--- src/csr_addr_pkg.sv ---
`default_nettype none

package csr_addr_pkg;

    // Only M and U modes exist in this core
    // The encodings follow the MPP field of mstatus
    typedef enum logic [1:0] {
        priv_user    = 2'b00,
        priv_machine = 2'b11
    } priv_mode_e;

    // Machine-mode CSR addresses handled by the unit
    localparam logic [11:0] csr_mstatus  = 12'h300;
    localparam logic [11:0] csr_mtvec    = 12'h305;
    localparam logic [11:0] csr_mscratch = 12'h340;
    localparam logic [11:0] csr_mepc     = 12'h341;
    localparam logic [11:0] csr_mcause   = 12'h342;

    // Bit positions of the live mstatus fields
    // Every other mstatus bit is hardwired to zero
    // Machine interrupt enable
    localparam int mstatus_mie    = 3;

    // Machine previous interrupt enable
    localparam int mstatus_mpie   = 7;

    // Machine previous privilege is two bits wide
    localparam int mstatus_mpp_lo = 11;
    localparam int mstatus_mpp_hi = 12;

endpackage : csr_addr_pkg

`default_nettype wire

--- src/csr_op_pkg.sv ---
`default_nettype none

package csr_op_pkg;

    // CSR instruction kind from the low two bits of funct3
    typedef enum logic [1:0] {
        csr_rw = 2'b01,
        csr_rs = 2'b10,
        csr_rc = 2'b11
    } csr_op_e;

    // Single-cycle CSR access strobe from the pipeline
    typedef struct packed {
        logic        valid;
        csr_op_e     op;
        logic [11:0] addr;
        logic [31:0] wdata;
    } csr_req_t;

    // Trap request raised from outside the unit
    typedef struct packed {
        logic        valid;
        logic [31:0] cause;
        logic [31:0] pc;
    } trap_req_t;

    // Write command with one select bit per CSR
    typedef struct packed {
        logic [4:0]  sel;
        logic [31:0] data;
    } csr_wr_t;

    // Select bit positions from mstatus at the MSB down to mcause
    localparam int sel_mstatus  = 4;
    localparam int sel_mtvec    = 3;
    localparam int sel_mscratch = 2;
    localparam int sel_mepc     = 1;
    localparam int sel_mcause   = 0;

endpackage : csr_op_pkg

`default_nettype wire

--- src/csr_cmd_decode.sv ---
`timescale 1ns/100ps
`default_nettype none

module csr_cmd_decode
    import csr_addr_pkg::*;
    import csr_op_pkg::*;
(
    input  csr_req_t   csr_req,
    input  priv_mode_e priv_mode,
    input  wire [31:0] old_data,
    input  wire        trap_valid,
    input  wire        mret,
    output csr_wr_t    wr_cmd,
    output logic       illegal
);

    logic [4:0]  addr_sel;
    logic        addr_known;
    logic        cycle_taken;
    logic [31:0] new_data;

    // Map the address onto its one-hot select
    always_comb begin
        addr_sel = '0;
        case (csr_req.addr)
            csr_mstatus:  addr_sel[sel_mstatus]  = 1'b1;
            csr_mtvec:    addr_sel[sel_mtvec]    = 1'b1;
            csr_mscratch: addr_sel[sel_mscratch] = 1'b1;
            csr_mepc:     addr_sel[sel_mepc]     = 1'b1;
            csr_mcause:   addr_sel[sel_mcause]   = 1'b1;
            default:      addr_sel = '0;
        endcase
    end

    assign addr_known = |addr_sel;

    // Trap beats mret beats CSR write
    // A request sharing its cycle with either is silently dropped
    assign cycle_taken = trap_valid | mret;

    // All CSRs here are machine level, so user mode may touch none of them
    assign illegal = csr_req.valid & ~cycle_taken &
                     ((priv_mode == priv_user) | ~addr_known);

    // Read-modify-write value from the current register contents
    always_comb begin
        case (csr_req.op)
            csr_rw:  new_data = csr_req.wdata;
            csr_rs:  new_data = old_data | csr_req.wdata;
            csr_rc:  new_data = old_data & ~csr_req.wdata;
            // Unused encoding keeps the old value
            default: new_data = old_data;
        endcase
    end

    // Unknown addresses already give an empty select
    assign wr_cmd.sel  = (csr_req.valid & ~cycle_taken & (priv_mode != priv_user)) ?
                         addr_sel : 5'b0;
    assign wr_cmd.data = new_data;

endmodule : csr_cmd_decode

`default_nettype wire

--- src/csr_read_mux.sv ---
`timescale 1ns/100ps
`default_nettype none

module csr_read_mux
    import csr_addr_pkg::*;
(
    input  wire  [11:0] addr,
    input  wire  [31:0] mstatus,
    input  wire  [31:0] mtvec,
    input  wire  [31:0] mepc,
    input  wire  [31:0] mcause,
    input  wire  [31:0] mscratch,
    input  wire         trap_valid,
    input  wire         mret,
    output logic [31:0] rdata,
    output logic        redirect_valid,
    output logic [31:0] redirect_pc
);

    // Read data is the registered value, so a write shows next cycle
    always_comb begin
        case (addr)
            csr_mstatus:  rdata = mstatus;
            csr_mtvec:    rdata = mtvec;
            csr_mscratch: rdata = mscratch;
            csr_mepc:     rdata = mepc;
            csr_mcause:   rdata = mcause;
            // Unimplemented address reads as zero
            default:      rdata = '0;
        endcase
    end

    // Fetch redirect
    // Trap goes to the handler base, mret back to the saved pc
    assign redirect_valid = trap_valid | mret;
    assign redirect_pc    = trap_valid ? mtvec : mepc;

endmodule : csr_read_mux

`default_nettype wire

--- src/m_csr_unit.sv ---
`timescale 1ns/100ps
`default_nettype none

module m_csr_unit
    import csr_addr_pkg::*;
    import csr_op_pkg::*;
#(
    parameter logic [31:0] mtvec_reset = 32'h0000_0100
) (
    input  wire         clk,
    input  wire         rst_n,
    input  csr_req_t    csr_req,
    input  trap_req_t   trap_req,
    input  wire         mret,
    output logic [31:0] csr_rdata,
    output logic        illegal,
    output logic        redirect_valid,
    output logic [31:0] redirect_pc,
    output priv_mode_e  priv_mode,
    output logic        irq_enable
);

    // Write command from the decoder
    csr_wr_t     wr_cmd;

    // Current CSR contents
    logic [31:0] mstatus;
    logic [31:0] mtvec;
    logic [31:0] mepc;
    logic [31:0] mcause;
    logic [31:0] mscratch;

    // Legality check and read-modify-write value
    // Old data is the addressed register, fed back from the read mux
    csr_cmd_decode u_decode (
        .csr_req    (csr_req),
        .priv_mode  (priv_mode),
        .old_data   (csr_rdata),
        .trap_valid (trap_req.valid),
        .mret       (mret),
        .wr_cmd     (wr_cmd),
        .illegal    (illegal)
    );

    mstatus_reg u_mstatus (
        .clk        (clk),
        .rst_n      (rst_n),
        .trap_valid (trap_req.valid),
        .mret       (mret),
        .wr_en      (wr_cmd.sel[sel_mstatus]),
        .wr_data    (wr_cmd.data),
        .mstatus    (mstatus),
        .priv_mode  (priv_mode),
        .irq_enable (irq_enable)
    );

    trap_csr_file #(
        .mtvec_reset (mtvec_reset)
    ) u_trap_csrs (
        .clk      (clk),
        .rst_n    (rst_n),
        .trap     (trap_req),
        .wr_cmd   (wr_cmd),
        .mtvec    (mtvec),
        .mepc     (mepc),
        .mcause   (mcause),
        .mscratch (mscratch)
    );

    csr_read_mux u_read_mux (
        .addr           (csr_req.addr),
        .mstatus        (mstatus),
        .mtvec          (mtvec),
        .mepc           (mepc),
        .mcause         (mcause),
        .mscratch       (mscratch),
        .trap_valid     (trap_req.valid),
        .mret           (mret),
        .rdata          (csr_rdata),
        .redirect_valid (redirect_valid),
        .redirect_pc    (redirect_pc)
    );

endmodule : m_csr_unit

`default_nettype wire

--- src/mstatus_reg.sv ---
`timescale 1ns/100ps
`default_nettype none

module mstatus_reg
    import csr_addr_pkg::*;
(
    input  wire         clk,
    input  wire         rst_n,
    input  wire         trap_valid,
    input  wire         mret,
    input  wire         wr_en,
    input  wire  [31:0] wr_data,
    output logic [31:0] mstatus,
    output priv_mode_e  priv_mode,
    output logic        irq_enable
);

    // Current privilege mode of the hart
    priv_mode_e mode_q;

    // Live mstatus fields
    logic       mie_q;
    logic       mpie_q;
    priv_mode_e mpp_q;

    // MPP field of an incoming CSR write
    logic [1:0] wr_mpp;
    logic       wr_mpp_ok;

    assign wr_mpp = wr_data[mstatus_mpp_hi:mstatus_mpp_lo];

    // Only U and M are legal, S and reserved encodings are ignored
    assign wr_mpp_ok = (wr_mpp == priv_user) | (wr_mpp == priv_machine);

    always_ff @(posedge clk) begin
        if (!rst_n) begin
            // Come out of reset in machine mode with interrupts off
            mode_q <= priv_machine;
            mie_q  <= 1'b0;
            mpie_q <= 1'b0;
            mpp_q  <= priv_machine;
        end else if (trap_valid) begin
            // Trap entry stacks the enable and the mode
            mpie_q <= mie_q;
            mie_q  <= 1'b0;
            mpp_q  <= mode_q;
            mode_q <= priv_machine;
        end else if (mret) begin
            // Unstack, then leave MPP at the least privileged mode
            mie_q  <= mpie_q;
            mpie_q <= 1'b1;
            mode_q <= mpp_q;
            mpp_q  <= priv_user;
        end else if (wr_en) begin
            mie_q  <= wr_data[mstatus_mie];
            mpie_q <= wr_data[mstatus_mpie];
            if (wr_mpp_ok) begin
                mpp_q <= priv_mode_e'(wr_mpp);
            end
        end
    end

    // SIE, UIE, SPIE, UPIE, SPP, MPRV, MXR, SUM, TVM, TW, TSR, FS, XS and SD
    // all stay zero
    always_comb begin
        mstatus = '0;
        mstatus[mstatus_mie]  = mie_q;
        mstatus[mstatus_mpie] = mpie_q;
        mstatus[mstatus_mpp_hi:mstatus_mpp_lo] = mpp_q;
    end

    assign priv_mode  = mode_q;
    assign irq_enable = mie_q;

endmodule : mstatus_reg

`default_nettype wire

--- src/trap_csr_file.sv ---
`timescale 1ns/100ps
`default_nettype none

module trap_csr_file
    import csr_op_pkg::*;
#(
    parameter logic [31:0] mtvec_reset = 32'h0000_0100
) (
    input  wire         clk,
    input  wire         rst_n,
    input  trap_req_t   trap,
    input  csr_wr_t     wr_cmd,
    output logic [31:0] mtvec,
    output logic [31:0] mepc,
    output logic [31:0] mcause,
    output logic [31:0] mscratch
);

    // Write data with the low two bits forced to zero
    // Used by mtvec (direct mode only) and mepc (IALIGN 32)
    logic [31:0] wr_aligned;

    assign wr_aligned = {wr_cmd.data[31:2], 2'b00};

    // Trap base address
    always_ff @(posedge clk) begin
        if (!rst_n) begin
            mtvec <= mtvec_reset;
        end else if (wr_cmd.sel[sel_mtvec]) begin
            mtvec <= wr_aligned;
        end
    end

    // Scratch register is plain storage
    always_ff @(posedge clk) begin
        if (!rst_n) begin
            mscratch <= '0;
        end else if (wr_cmd.sel[sel_mscratch]) begin
            mscratch <= wr_cmd.data;
        end
    end

    // Exception pc and cause
    // Trap capture wins over a CSR write
    always_ff @(posedge clk) begin
        if (!rst_n) begin
            mepc   <= '0;
            mcause <= '0;
        end else if (trap.valid) begin
            mepc   <= {trap.pc[31:2], 2'b00};
            mcause <= trap.cause;
        end else begin
            if (wr_cmd.sel[sel_mepc]) begin
                mepc <= wr_aligned;
            end
            // No WARL filtering on cause codes
            if (wr_cmd.sel[sel_mcause]) begin
                mcause <= wr_cmd.data;
            end
        end
    end

endmodule : trap_csr_file

`default_nettype wire
--- config.mk ---
export PLATFORM = sky130hd
export DESIGN_NAME = m_csr_unit
export DESIGN_NICKNAME = d
export VERILOG_FILES = /design/src/csr_addr_pkg.sv /design/src/csr_op_pkg.sv /design/src/csr_cmd_decode.sv /design/src/csr_read_mux.sv /design/src/m_csr_unit.sv /design/src/mstatus_reg.sv /design/src/trap_csr_file.sv
export SDC_FILE = /design/constraint.sdc
export NUM_CORES = 1
export LEC_CHECK = 0
export BUFFER_PORTS_ARGS = -buffer_cell sky130_fd_sc_hd__clkbuf_2
export CAP_MARGIN = 20
export CORE_ASPECT_RATIO = 1.4
export CORE_MARGIN = 8
export CORE_UTILIZATION = 33
export CTS_CLUSTER_DIAMETER = 40
export CTS_CLUSTER_SIZE = 40
export DETAILED_ROUTE_END_ITERATION = 6
export PLACE_DENSITY = 0.58
export SYNTH_ARGS = -nofsm -noshare
export SYNTH_HDL_FRONTEND = slang
export SYNTH_SLANG_ARGS = --single-unit
--- constraint.sdc ---
create_clock -name clk -period 2.8 [get_ports clk]
set_input_delay 0.56 -clock clk [delete_from_list [all_inputs] [get_ports clk]]
set_output_delay 0.56 -clock clk [all_outputs]
set_load 0.005 [all_outputs]
==> metrics.txt, run 1 <==
# TYPE chip_impl_metric gauge
chip_impl_info{name="status",value="completed"} 1
chip_impl_metric{name="h_tree_depth_reported_by_cts",unit=""} 4
chip_impl_metric{name="power_report.internal_total",unit="mW"} 3.58
chip_impl_metric{name="cp.required",unit="ns"} 2.24
chip_impl_info{name="worstSetupStartpoint",value="csr_req[32]"} 1
chip_impl_metric{name="clkSlewWorstSetupHoldPaths",unit="ns"} 0.06
chip_impl_metric{name="portBuffers",unit=""} 179
chip_impl_info{name="slowest_stage",value="sky130_fd_sc_hd__or4_4"} 1
chip_impl_metric{name="fillCellCount",unit=""} 2260
chip_impl_metric{name="place.detailed.hpwl",unit="um"} 19300
chip_impl_metric{name="grt.met3_usage",unit="%"} 4.32
chip_impl_metric{name="cp_data_arrival_time",unit="ns"} 2.11
chip_impl_metric{name="grt_max_degree",unit=""} 110
chip_impl_metric{name="timing.fmax",unit="GHz"} 0.375
chip_impl_metric{name="peakVddDrop",unit="mV"} 0.413
chip_impl_metric{name="io_pins",unit=""} 184
chip_impl_info{name="reg2reg_from",value="u_mstatus.priv_mode[1]"} 1
chip_impl_metric{name="worstMarginPinSlew",unit="ns"} 1.02
chip_impl_metric{name="p_sw_share",unit="%"} 25.9
chip_impl_metric{name="finalCriticalPeriod",unit="ns"} 2.67
chip_impl_metric{name="place_congestion",unit=""} 0.812
chip_impl_metric{name="synthesis.instances",unit=""} 851
chip_impl_metric{name="setup.reg_to_reg.worst_slack",unit="ns"} 0.75
chip_impl_metric{name="flip_flop_and_latch_count_after_synthesis",unit=""} 130
chip_impl_metric{name="globalRoute.totalOverflow",unit=""} 0
chip_impl_metric{name="post_cts.resized_instances",unit=""} 0
chip_impl_metric{name="first_global_vias",unit=""} 7488
chip_impl_metric{name="grt_pass1_wl",unit="um"} 42600
chip_impl_metric{name="tritoncts.num_buffers",unit=""} 17
chip_impl_metric{name="maxSlewViolCount",unit=""} 0
chip_impl_metric{name="number_of_optimization_iterations_in_the_first_detailed_route_pass",unit=""} 7
chip_impl_metric{name="initial_core_util",unit="%"} 33.3
chip_impl_metric{name="final_core_utilization",unit="%"} 42.4
chip_impl_metric{name="cts_max_path_buffers",unit=""} 2
chip_impl_metric{name="timing.final.crit_share",unit="%"} 95.3
chip_impl_info{name="cp_cell_sequence",value="clkbuf_2, or4_4, nor2_4, a22oi_1, a21oi_1, clkbuf_2"} 1
chip_impl_metric{name="critPathMaxFanout",unit=""} 6
chip_impl_metric{name="grt_antenna_before_repair",unit=""} 3
chip_impl_metric{name="finalSetupViolCount",unit=""} 0
chip_impl_metric{name="regArea",unit="mm2"} 0.00260
chip_impl_metric{name="vias_per_cell",unit=""} 5.66
chip_impl_metric{name="dieArea",unit="mm2"} 0.0270
chip_impl_metric{name="ys_async_sr_fraction",unit="%"} 0
chip_impl_metric{name="synth_area_per_cell",unit="um2"} 8.49
chip_impl_info{name="grt_setup_unrepaired",value="false"} 1
chip_impl_info{name="timing.setup.critical_path_class",value="in -> out"} 1
chip_impl_metric{name="max_cap_violations",unit=""} 0
chip_impl_metric{name="detail_route.wl_per_cell",unit="um"} 20.8
chip_impl_metric{name="power.switching",unit="mW"} 1.25
chip_impl_metric{name="netlist_area",unit="mm2"} 0.00723
chip_impl_metric{name="clkLatencyLatePin",unit="ns"} 0.42
chip_impl_info{name="final_common_cell",value="sky130_fd_sc_hd__clkbuf_2"} 1
chip_impl_info{name="path_common_cell",value="sky130_fd_sc_hd__clkbuf_2"} 1
chip_impl_metric{name="multi_input_area",unit="mm2"} 0.00421
chip_impl_metric{name="r2r_cells",unit=""} 6
chip_impl_metric{name="grt_util_met2",unit="%"} 35.5
chip_impl_metric{name="cts_post_setup_buffers_inserted",unit=""} 0
chip_impl_metric{name="combinationalPowerShare",unit="%"} 11.5
chip_impl_metric{name="sequentialPowerShare",unit="%"} 40.2
chip_impl_info{name="startpoint_kind_of_the_worst_setup_timing_path",value="input port"} 1
chip_impl_metric{name="tritoncts_num_sinks",unit=""} 130
chip_impl_metric{name="design.final.nets",unit=""} 1127
chip_impl_info{name="rr_endpoint",value="u_trap_csrs.mepc[17]"} 1
chip_impl_metric{name="wirelength",unit="um"} 27600
chip_impl_metric{name="synth.yosys.seq_area_share",unit="%"} 36.0
chip_impl_metric{name="post_route_drc",unit=""} 0
chip_impl_metric{name="yosys_warnings",unit=""} 0
chip_impl_info{name="clock_tree_from_tritoncts",value="done"} 1
chip_impl_metric{name="timing.setup.tns",unit="ns"} 0
chip_impl_metric{name="die_height",unit="um"} 191
chip_impl_info{name="gr-max-usage-layer",value="met2"} 1
chip_impl_metric{name="detailroute.via_count",unit=""} 7494
chip_impl_metric{name="final_antenna_net_count",unit=""} 0
chip_impl_info{name="worst_setup_path_endpoint",value="csr_rdata[7]"} 1
chip_impl_metric{name="leakage",unit="nW"} 3.51
chip_impl_metric{name="final_hold_fails",unit=""} 0
chip_impl_info{name="critPathCaptureType",value="output port"} 1
chip_impl_metric{name="power_frac_clock",unit="%"} 48.3
chip_impl_metric{name="worst_max_slew_margin_expressed_relative_to_the_limit",unit="%"} 31.5
chip_impl_metric{name="initialDrtViolationCount",unit=""} 536
chip_impl_info{name="synth-main-ff-cell",value="sky130_fd_sc_hd__dfxtp_1"} 1
chip_impl_metric{name="number_of_enable_flip_flop_cells_after_synthesis",unit=""} 0
chip_impl_metric{name="timing.critical_path.slowest_cell_delay",unit="ns"} 0.59
chip_impl_info{name="clock_tree.root_cell",value="sky130_fd_sc_hd__clkbuf_16"} 1
chip_impl_metric{name="power.density_cell_area",unit="mW/mm2"} 524
chip_impl_metric{name="met1_usage",unit="%"} 23.3
chip_impl_info{name="mostFrequentLayoutCells",value="177 x sky130_fd_sc_hd__clkbuf_2, 130 x sky130_fd_sc_hd__dfxtp_1, 94 x sky130_fd_sc_hd__o21ai_0, 66 x sky130_fd_sc_hd__a22oi_1, 65 x sky130_fd_sc_hd__nand3_1"} 1
chip_impl_metric{name="finalClockSkew",unit="ns"} 0.00997
chip_impl_metric{name="die_x",unit="um"} 141
chip_impl_metric{name="num_rows",unit=""} 64
chip_impl_metric{name="area_delta_synth_final",unit="%"} 27.3
chip_impl_metric{name="fraction_of_final_layout_cells_sized_beyond_drive_strength_1",unit="%"} 31.8
chip_impl_metric{name="globalRouteTotalUtil",unit="%"} 20.3
chip_impl_metric{name="core_area",unit="mm2"} 0.0217
chip_impl_metric{name="cts_hold_repair.buffers",unit=""} 0
chip_impl_metric{name="netlist-cell-type-count",unit=""} 56
chip_impl_info{name="min-delay-path-class",value="in -> reg"} 1
## sequential cells by signal, indices dropped and copies added, names as in the netlist
register,cells
u_mstatus.mpp_q,2
u_trap_csrs.mepc,30
u_trap_csrs.mcause,32
u_trap_csrs.mscratch,32
u_trap_csrs.mtvec,30
u_mstatus.mpie_q,1
u_mstatus.priv_mode,2
u_mstatus.irq_enable,1
## worst max-delay path, delay by kind of cell
family / cells / cell delay, ns
AOI/OAI and AO/OA: 2 / 0.46
buffers and inverters: 2 / 0.37
and+or+nand+nor: 2 / 0.73
## logic make-up after synthesis
| logic type | share of synthesized area, % |
|---|---|
| adders and majority gates | 0.138 |
| buffers and inverters | 5.90 |
| muxes | 9.57 |
| and+or+nand+nor | 17.6 |
| AOI/OAI and AO/OA | 30.6 |
| DFF | 36.0 |
| other | 0.0519 |
| xor gates and xnor gates | 0.121 |
## cell usage after synthesis, drive strengths merged (4+ instances only)
master  instances  area (um2)
nor2           34         138
a221o          21         210
a31oi          39         244
o21a            4        30.0
dfxtp         130        2600
mux2           33         372
a41oi           7        76.3
o21ai         120         601
clkbuf         56         211
o22ai          17         106
a21oi          56         352
mux2i          32         320
inv             8        30.0
and2           10        62.6
and3            7        43.8
nand2b          6        37.5
nand2          35         131
a22oi          66         495
nor4b          40         365
nor3            8        67.6
buf            30         181
nand3          65         325
## power groups by stage
| stage | Combinational (mW) | Clock [mW] | Sequential, mW |
|---|---|---|---|
| 4_1_cts | 0.554 | 2.36 | 1.94 |
| 6_report | 0.554 | 2.33 | 1.94 |
| 2_1_floorplan | 0.324 | 0 | 1.97 |
| 5_1_grt | 0.605 | 2.44 | 1.95 |
| 3_5_place_dp | 0.552 | 0 | 1.98 |
| 3_3_place_gp | 0.547 | 0 | 1.98 |
## how the worst min path moves through the flow
stage | from | to | slack (ns) | cells after the start
final | trap_req[37] | u_trap_csrs.mcause[5] | 0.37 | 3
after global placement | u_trap_csrs.mscratch[11] | u_trap_csrs.mscratch[11] | 0.45 | 2
after CTS | trap_req[37] | u_trap_csrs.mcause[5] | 0.36 | 3
after detailed placement | u_trap_csrs.mscratch[11] | u_trap_csrs.mscratch[11] | 0.46 | 2
after floorplan | u_trap_csrs.mscratch[11] | u_trap_csrs.mscratch[11] | 0.44 | 2
after global routing | trap_req[63] | u_trap_csrs.mcause[31] | 0.36 | 3
## final cells by class
cell class / instances / share of cell area [%]
Multi-Input combinational cell: 627 / 45.8
Sequential cell: 130 / 28.3
Timing Repair Buffer: 227 / 14.8
Clock buffer: 18 / 4.77
Tap cell: 297 / 4.04
Clock inverter: 14 / 1.93
Inverter: 9 / 0.367
Antenna cell: 2 / 0.0544
## per-layer routing
| metal | up-vias | wire length (um) |
|---|---|---|
| li1 | 3599 | - |
| met1 | 3593 | 11600 |
| met2 | 250 | 13700 |
| met3 | 50 | 1430 |
| met4 | 2 | 815 |
| met5 | - | 13 |
## stage by stage
step / std cells / hold slack (ns) / power (mW) / setup WS (ns) / cell area (um2)
floorplan: 852 / 0.436 / 2.29 / 0.419 / 7230
global placement: 1290 / 0.454 / 2.53 / 0.102 / 8580
detailed placement: 1290 / 0.460 / 2.53 / 0.0642 / 8580
CTS: 1322 / 0.359 / 4.86 / 0.144 / 9200
global route: 1324 / 0.365 / 4.99 / 0.0291 / 9210
finish: 1324 / 0.369 / 4.82 / 0.131 / 9210
(Power assumes the default switching activity.)
==> inputs of run 2 (changes only) <==
--- a/config.mk
+++ b/config.mk
@@ -13,7 +13,6 @@
 export CTS_CLUSTER_DIAMETER = 40
 export CTS_CLUSTER_SIZE = 40
 export DETAILED_ROUTE_END_ITERATION = 6
-export PLACE_DENSITY = 0.58
 export SYNTH_ARGS = -nofsm -noshare
 export SYNTH_HDL_FRONTEND = slang
 export SYNTH_SLANG_ARGS = --single-unit
==> metrics.txt, run 2 (synthesized netlist as in run 1, its figures left out) <==
# TYPE chip_impl_metric gauge
chip_impl_metric{name="grt_antenna_before_repair",unit=""} 1
chip_impl_metric{name="n_antenna_cell",unit=""} 0
chip_impl_info{name="final_common_cell",value="sky130_fd_sc_hd__clkbuf_2"} 1
chip_impl_info{name="reg2reg_from",value="u_mstatus.priv_mode[1]"} 1
chip_impl_info{name="grt_setup_unrepaired",value="false"} 1
chip_impl_metric{name="grt_util_met2",unit="%"} 35.6
chip_impl_metric{name="vias_per_cell",unit=""} 5.66
chip_impl_metric{name="timing.final.crit_share",unit="%"} 97.3
chip_impl_metric{name="detailroute.via_count",unit=""} 7480
chip_impl_info{name="status",value="completed"} 1
chip_impl_info{name="timing.setup.critical_path_class",value="in -> out"} 1
chip_impl_metric{name="detail_route.wl_per_cell",unit="um"} 20.9
chip_impl_info{name="worstSetupStartpoint",value="csr_req[35]"} 1
chip_impl_metric{name="clkLatencyLatePin",unit="ns"} 0.42
chip_impl_metric{name="peakVddDrop",unit="mV"} 0.408
chip_impl_metric{name="grt.met3_usage",unit="%"} 4.12
chip_impl_metric{name="critPathMaxFanout",unit=""} 17
chip_impl_metric{name="cts_hold_repair.buffers",unit=""} 0
chip_impl_info{name="clock_tree.root_cell",value="sky130_fd_sc_hd__clkbuf_16"} 1
chip_impl_metric{name="h_tree_depth_reported_by_cts",unit=""} 4
chip_impl_metric{name="worst_max_slew_margin_expressed_relative_to_the_limit",unit="%"} 31.4
chip_impl_metric{name="final_antenna_net_count",unit=""} 0
chip_impl_metric{name="maxSlewViolCount",unit=""} 0
chip_impl_metric{name="final_hold_fails",unit=""} 0
chip_impl_metric{name="cp_data_arrival_time",unit="ns"} 2.17
chip_impl_metric{name="fraction_of_final_layout_cells_sized_beyond_drive_strength_1",unit="%"} 31.7
chip_impl_info{name="gr-max-usage-layer",value="met2"} 1
chip_impl_metric{name="clkSlewWorstSetupHoldPaths",unit="ns"} 0.06
chip_impl_metric{name="dieArea",unit="mm2"} 0.0270
chip_impl_metric{name="die_x",unit="um"} 141
chip_impl_metric{name="leakage",unit="nW"} 3.48
chip_impl_info{name="min-delay-start",value="trap_req[58]"} 1
chip_impl_metric{name="post_route_drc",unit=""} 0
chip_impl_metric{name="power.density_cell_area",unit="mW/mm2"} 498
chip_impl_metric{name="placement.setup.worst_slack",unit="ns"} 0.0357
chip_impl_metric{name="cp.required",unit="ns"} 2.24
chip_impl_metric{name="globalRouteTotalUtil",unit="%"} 20.4
chip_impl_metric{name="place.detailed.hpwl",unit="um"} 19300
chip_impl_metric{name="finalSetupViolCount",unit=""} 0
chip_impl_metric{name="die_height",unit="um"} 191
chip_impl_metric{name="tritoncts.num_buffers",unit=""} 17
chip_impl_info{name="mostFrequentLayoutCells",value="177 x sky130_fd_sc_hd__clkbuf_2, 130 x sky130_fd_sc_hd__dfxtp_1, 94 x sky130_fd_sc_hd__o21ai_0, 66 x sky130_fd_sc_hd__a22oi_1, 65 x sky130_fd_sc_hd__nand3_1"} 1
chip_impl_metric{name="wirelength",unit="um"} 27600
chip_impl_metric{name="number_of_optimization_iterations_in_the_first_detailed_route_pass",unit=""} 5
chip_impl_metric{name="timing.setup.tns",unit="ns"} 0
chip_impl_metric{name="met1_usage",unit="%"} 24.3
chip_impl_metric{name="place_congestion",unit=""} 0.792
chip_impl_info{name="clock_tree_from_tritoncts",value="done"} 1
chip_impl_metric{name="initial_core_util",unit="%"} 33.3
chip_impl_metric{name="worstMarginPinSlew",unit="ns"} 1.02
chip_impl_metric{name="globalRoute.totalOverflow",unit=""} 0
chip_impl_info{name="biggestRegsByFlops",value="u_trap_csrs.mcause (32), u_trap_csrs.mscratch (32)"} 1
chip_impl_metric{name="grt_pass1_wl",unit="um"} 42500
chip_impl_metric{name="whs",unit="ns"} 0.376
chip_impl_metric{name="finalCriticalPeriod",unit="ns"} 2.73
chip_impl_metric{name="core_area",unit="mm2"} 0.0217
chip_impl_metric{name="postLayoutCellArea",unit="mm2"} 0.00912
chip_impl_metric{name="timing.final.ws_setup",unit="ns"} 0.0745
chip_impl_metric{name="timing.fmax",unit="GHz"} 0.367
chip_impl_metric{name="grt_max_degree",unit=""} 85
chip_impl_metric{name="portBuffers",unit=""} 179
chip_impl_info{name="critPathCaptureType",value="output port"} 1
chip_impl_metric{name="placedInstanceArea",unit="mm2"} 0.00858
chip_impl_metric{name="io_pins",unit=""} 184
chip_impl_info{name="min-delay-path-class",value="in -> reg"} 1
chip_impl_metric{name="p_total",unit="mW"} 4.54
chip_impl_metric{name="setup.reg_to_reg.worst_slack",unit="ns"} 0.61
chip_impl_metric{name="num_rows",unit=""} 64
chip_impl_metric{name="initialDrtViolationCount",unit=""} 651
chip_impl_info{name="startpoint_kind_of_the_worst_setup_timing_path",value="input port"} 1
chip_impl_metric{name="max_cap_violations",unit=""} 0
chip_impl_metric{name="cts_post_setup_buffers_inserted",unit=""} 0
chip_impl_metric{name="tritoncts_num_sinks",unit=""} 130
chip_impl_metric{name="finalClockSkew",unit="ns"} 0.00728
chip_impl_metric{name="post_cts.resized_instances",unit=""} 0
chip_impl_metric{name="cts_max_path_buffers",unit=""} 2
chip_impl_metric{name="area_delta_synth_final",unit="%"} 26.1
chip_impl_metric{name="first_global_vias",unit=""} 7378
chip_impl_metric{name="design.final.nets",unit=""} 1126
==> run 2: cell type report <==
class                   instances  area (um2)
clock inverters                13        88.8
flip-flops and latches        130        2600
repair buffers                226        1350
clock buffers                  19         453
inverters                       9        33.8
fillers                      2221       12600
multi-input cells             627        4210
well taps                     297         372
==> run 2: worst max-delay path: stages <==
cell and delay [ns]:
sky130_fd_sc_hd__clkbuf_2 0.16, sky130_fd_sc_hd__or3b_4 0.48, sky130_fd_sc_hd__nor3_4 0.20, sky130_fd_sc_hd__buf_12 0.20
sky130_fd_sc_hd__a22oi_1 0.13, sky130_fd_sc_hd__a21oi_1 0.27, sky130_fd_sc_hd__clkbuf_2 0.17
==> run 2: report_power, final <==
| group | switching [mW] | internal, mW |
|---|---|---|
| logic | 0.320 | 0.239 |
| clock network | 0.872 | 1.17 |
| registers | 0.0354 | 1.91 |
==> run 2: path summary, 6_finish.rpt <==
| kind | end | depth (start not counted) |
|---|---|---|
| worst max-delay path | csr_rdata[3] | 7 |
| worst min-delay path | u_trap_csrs.mcause[26] | 3 |
| worst max register to register | u_trap_csrs.mepc[17] | 6 |
| worst min register to register | u_trap_csrs.mscratch[11] | 2 |
==> run 2: stage by stage <==
step	util, %	cells
5_1_grt	42.0	1321
3_3_place_gp	39.5	1289
2_1_floorplan	-	852
4_1_cts	42.0	1321
3_5_place_dp	39.5	1289
6_report	42.0	1321
==> run 2: layer usage <==
layer,share of wire [%],vias to the layer above
met5,0.047,-
met4,2.3,2
met3,5.9,41
met2,51,261
met1,41,3574
li1,-,3602
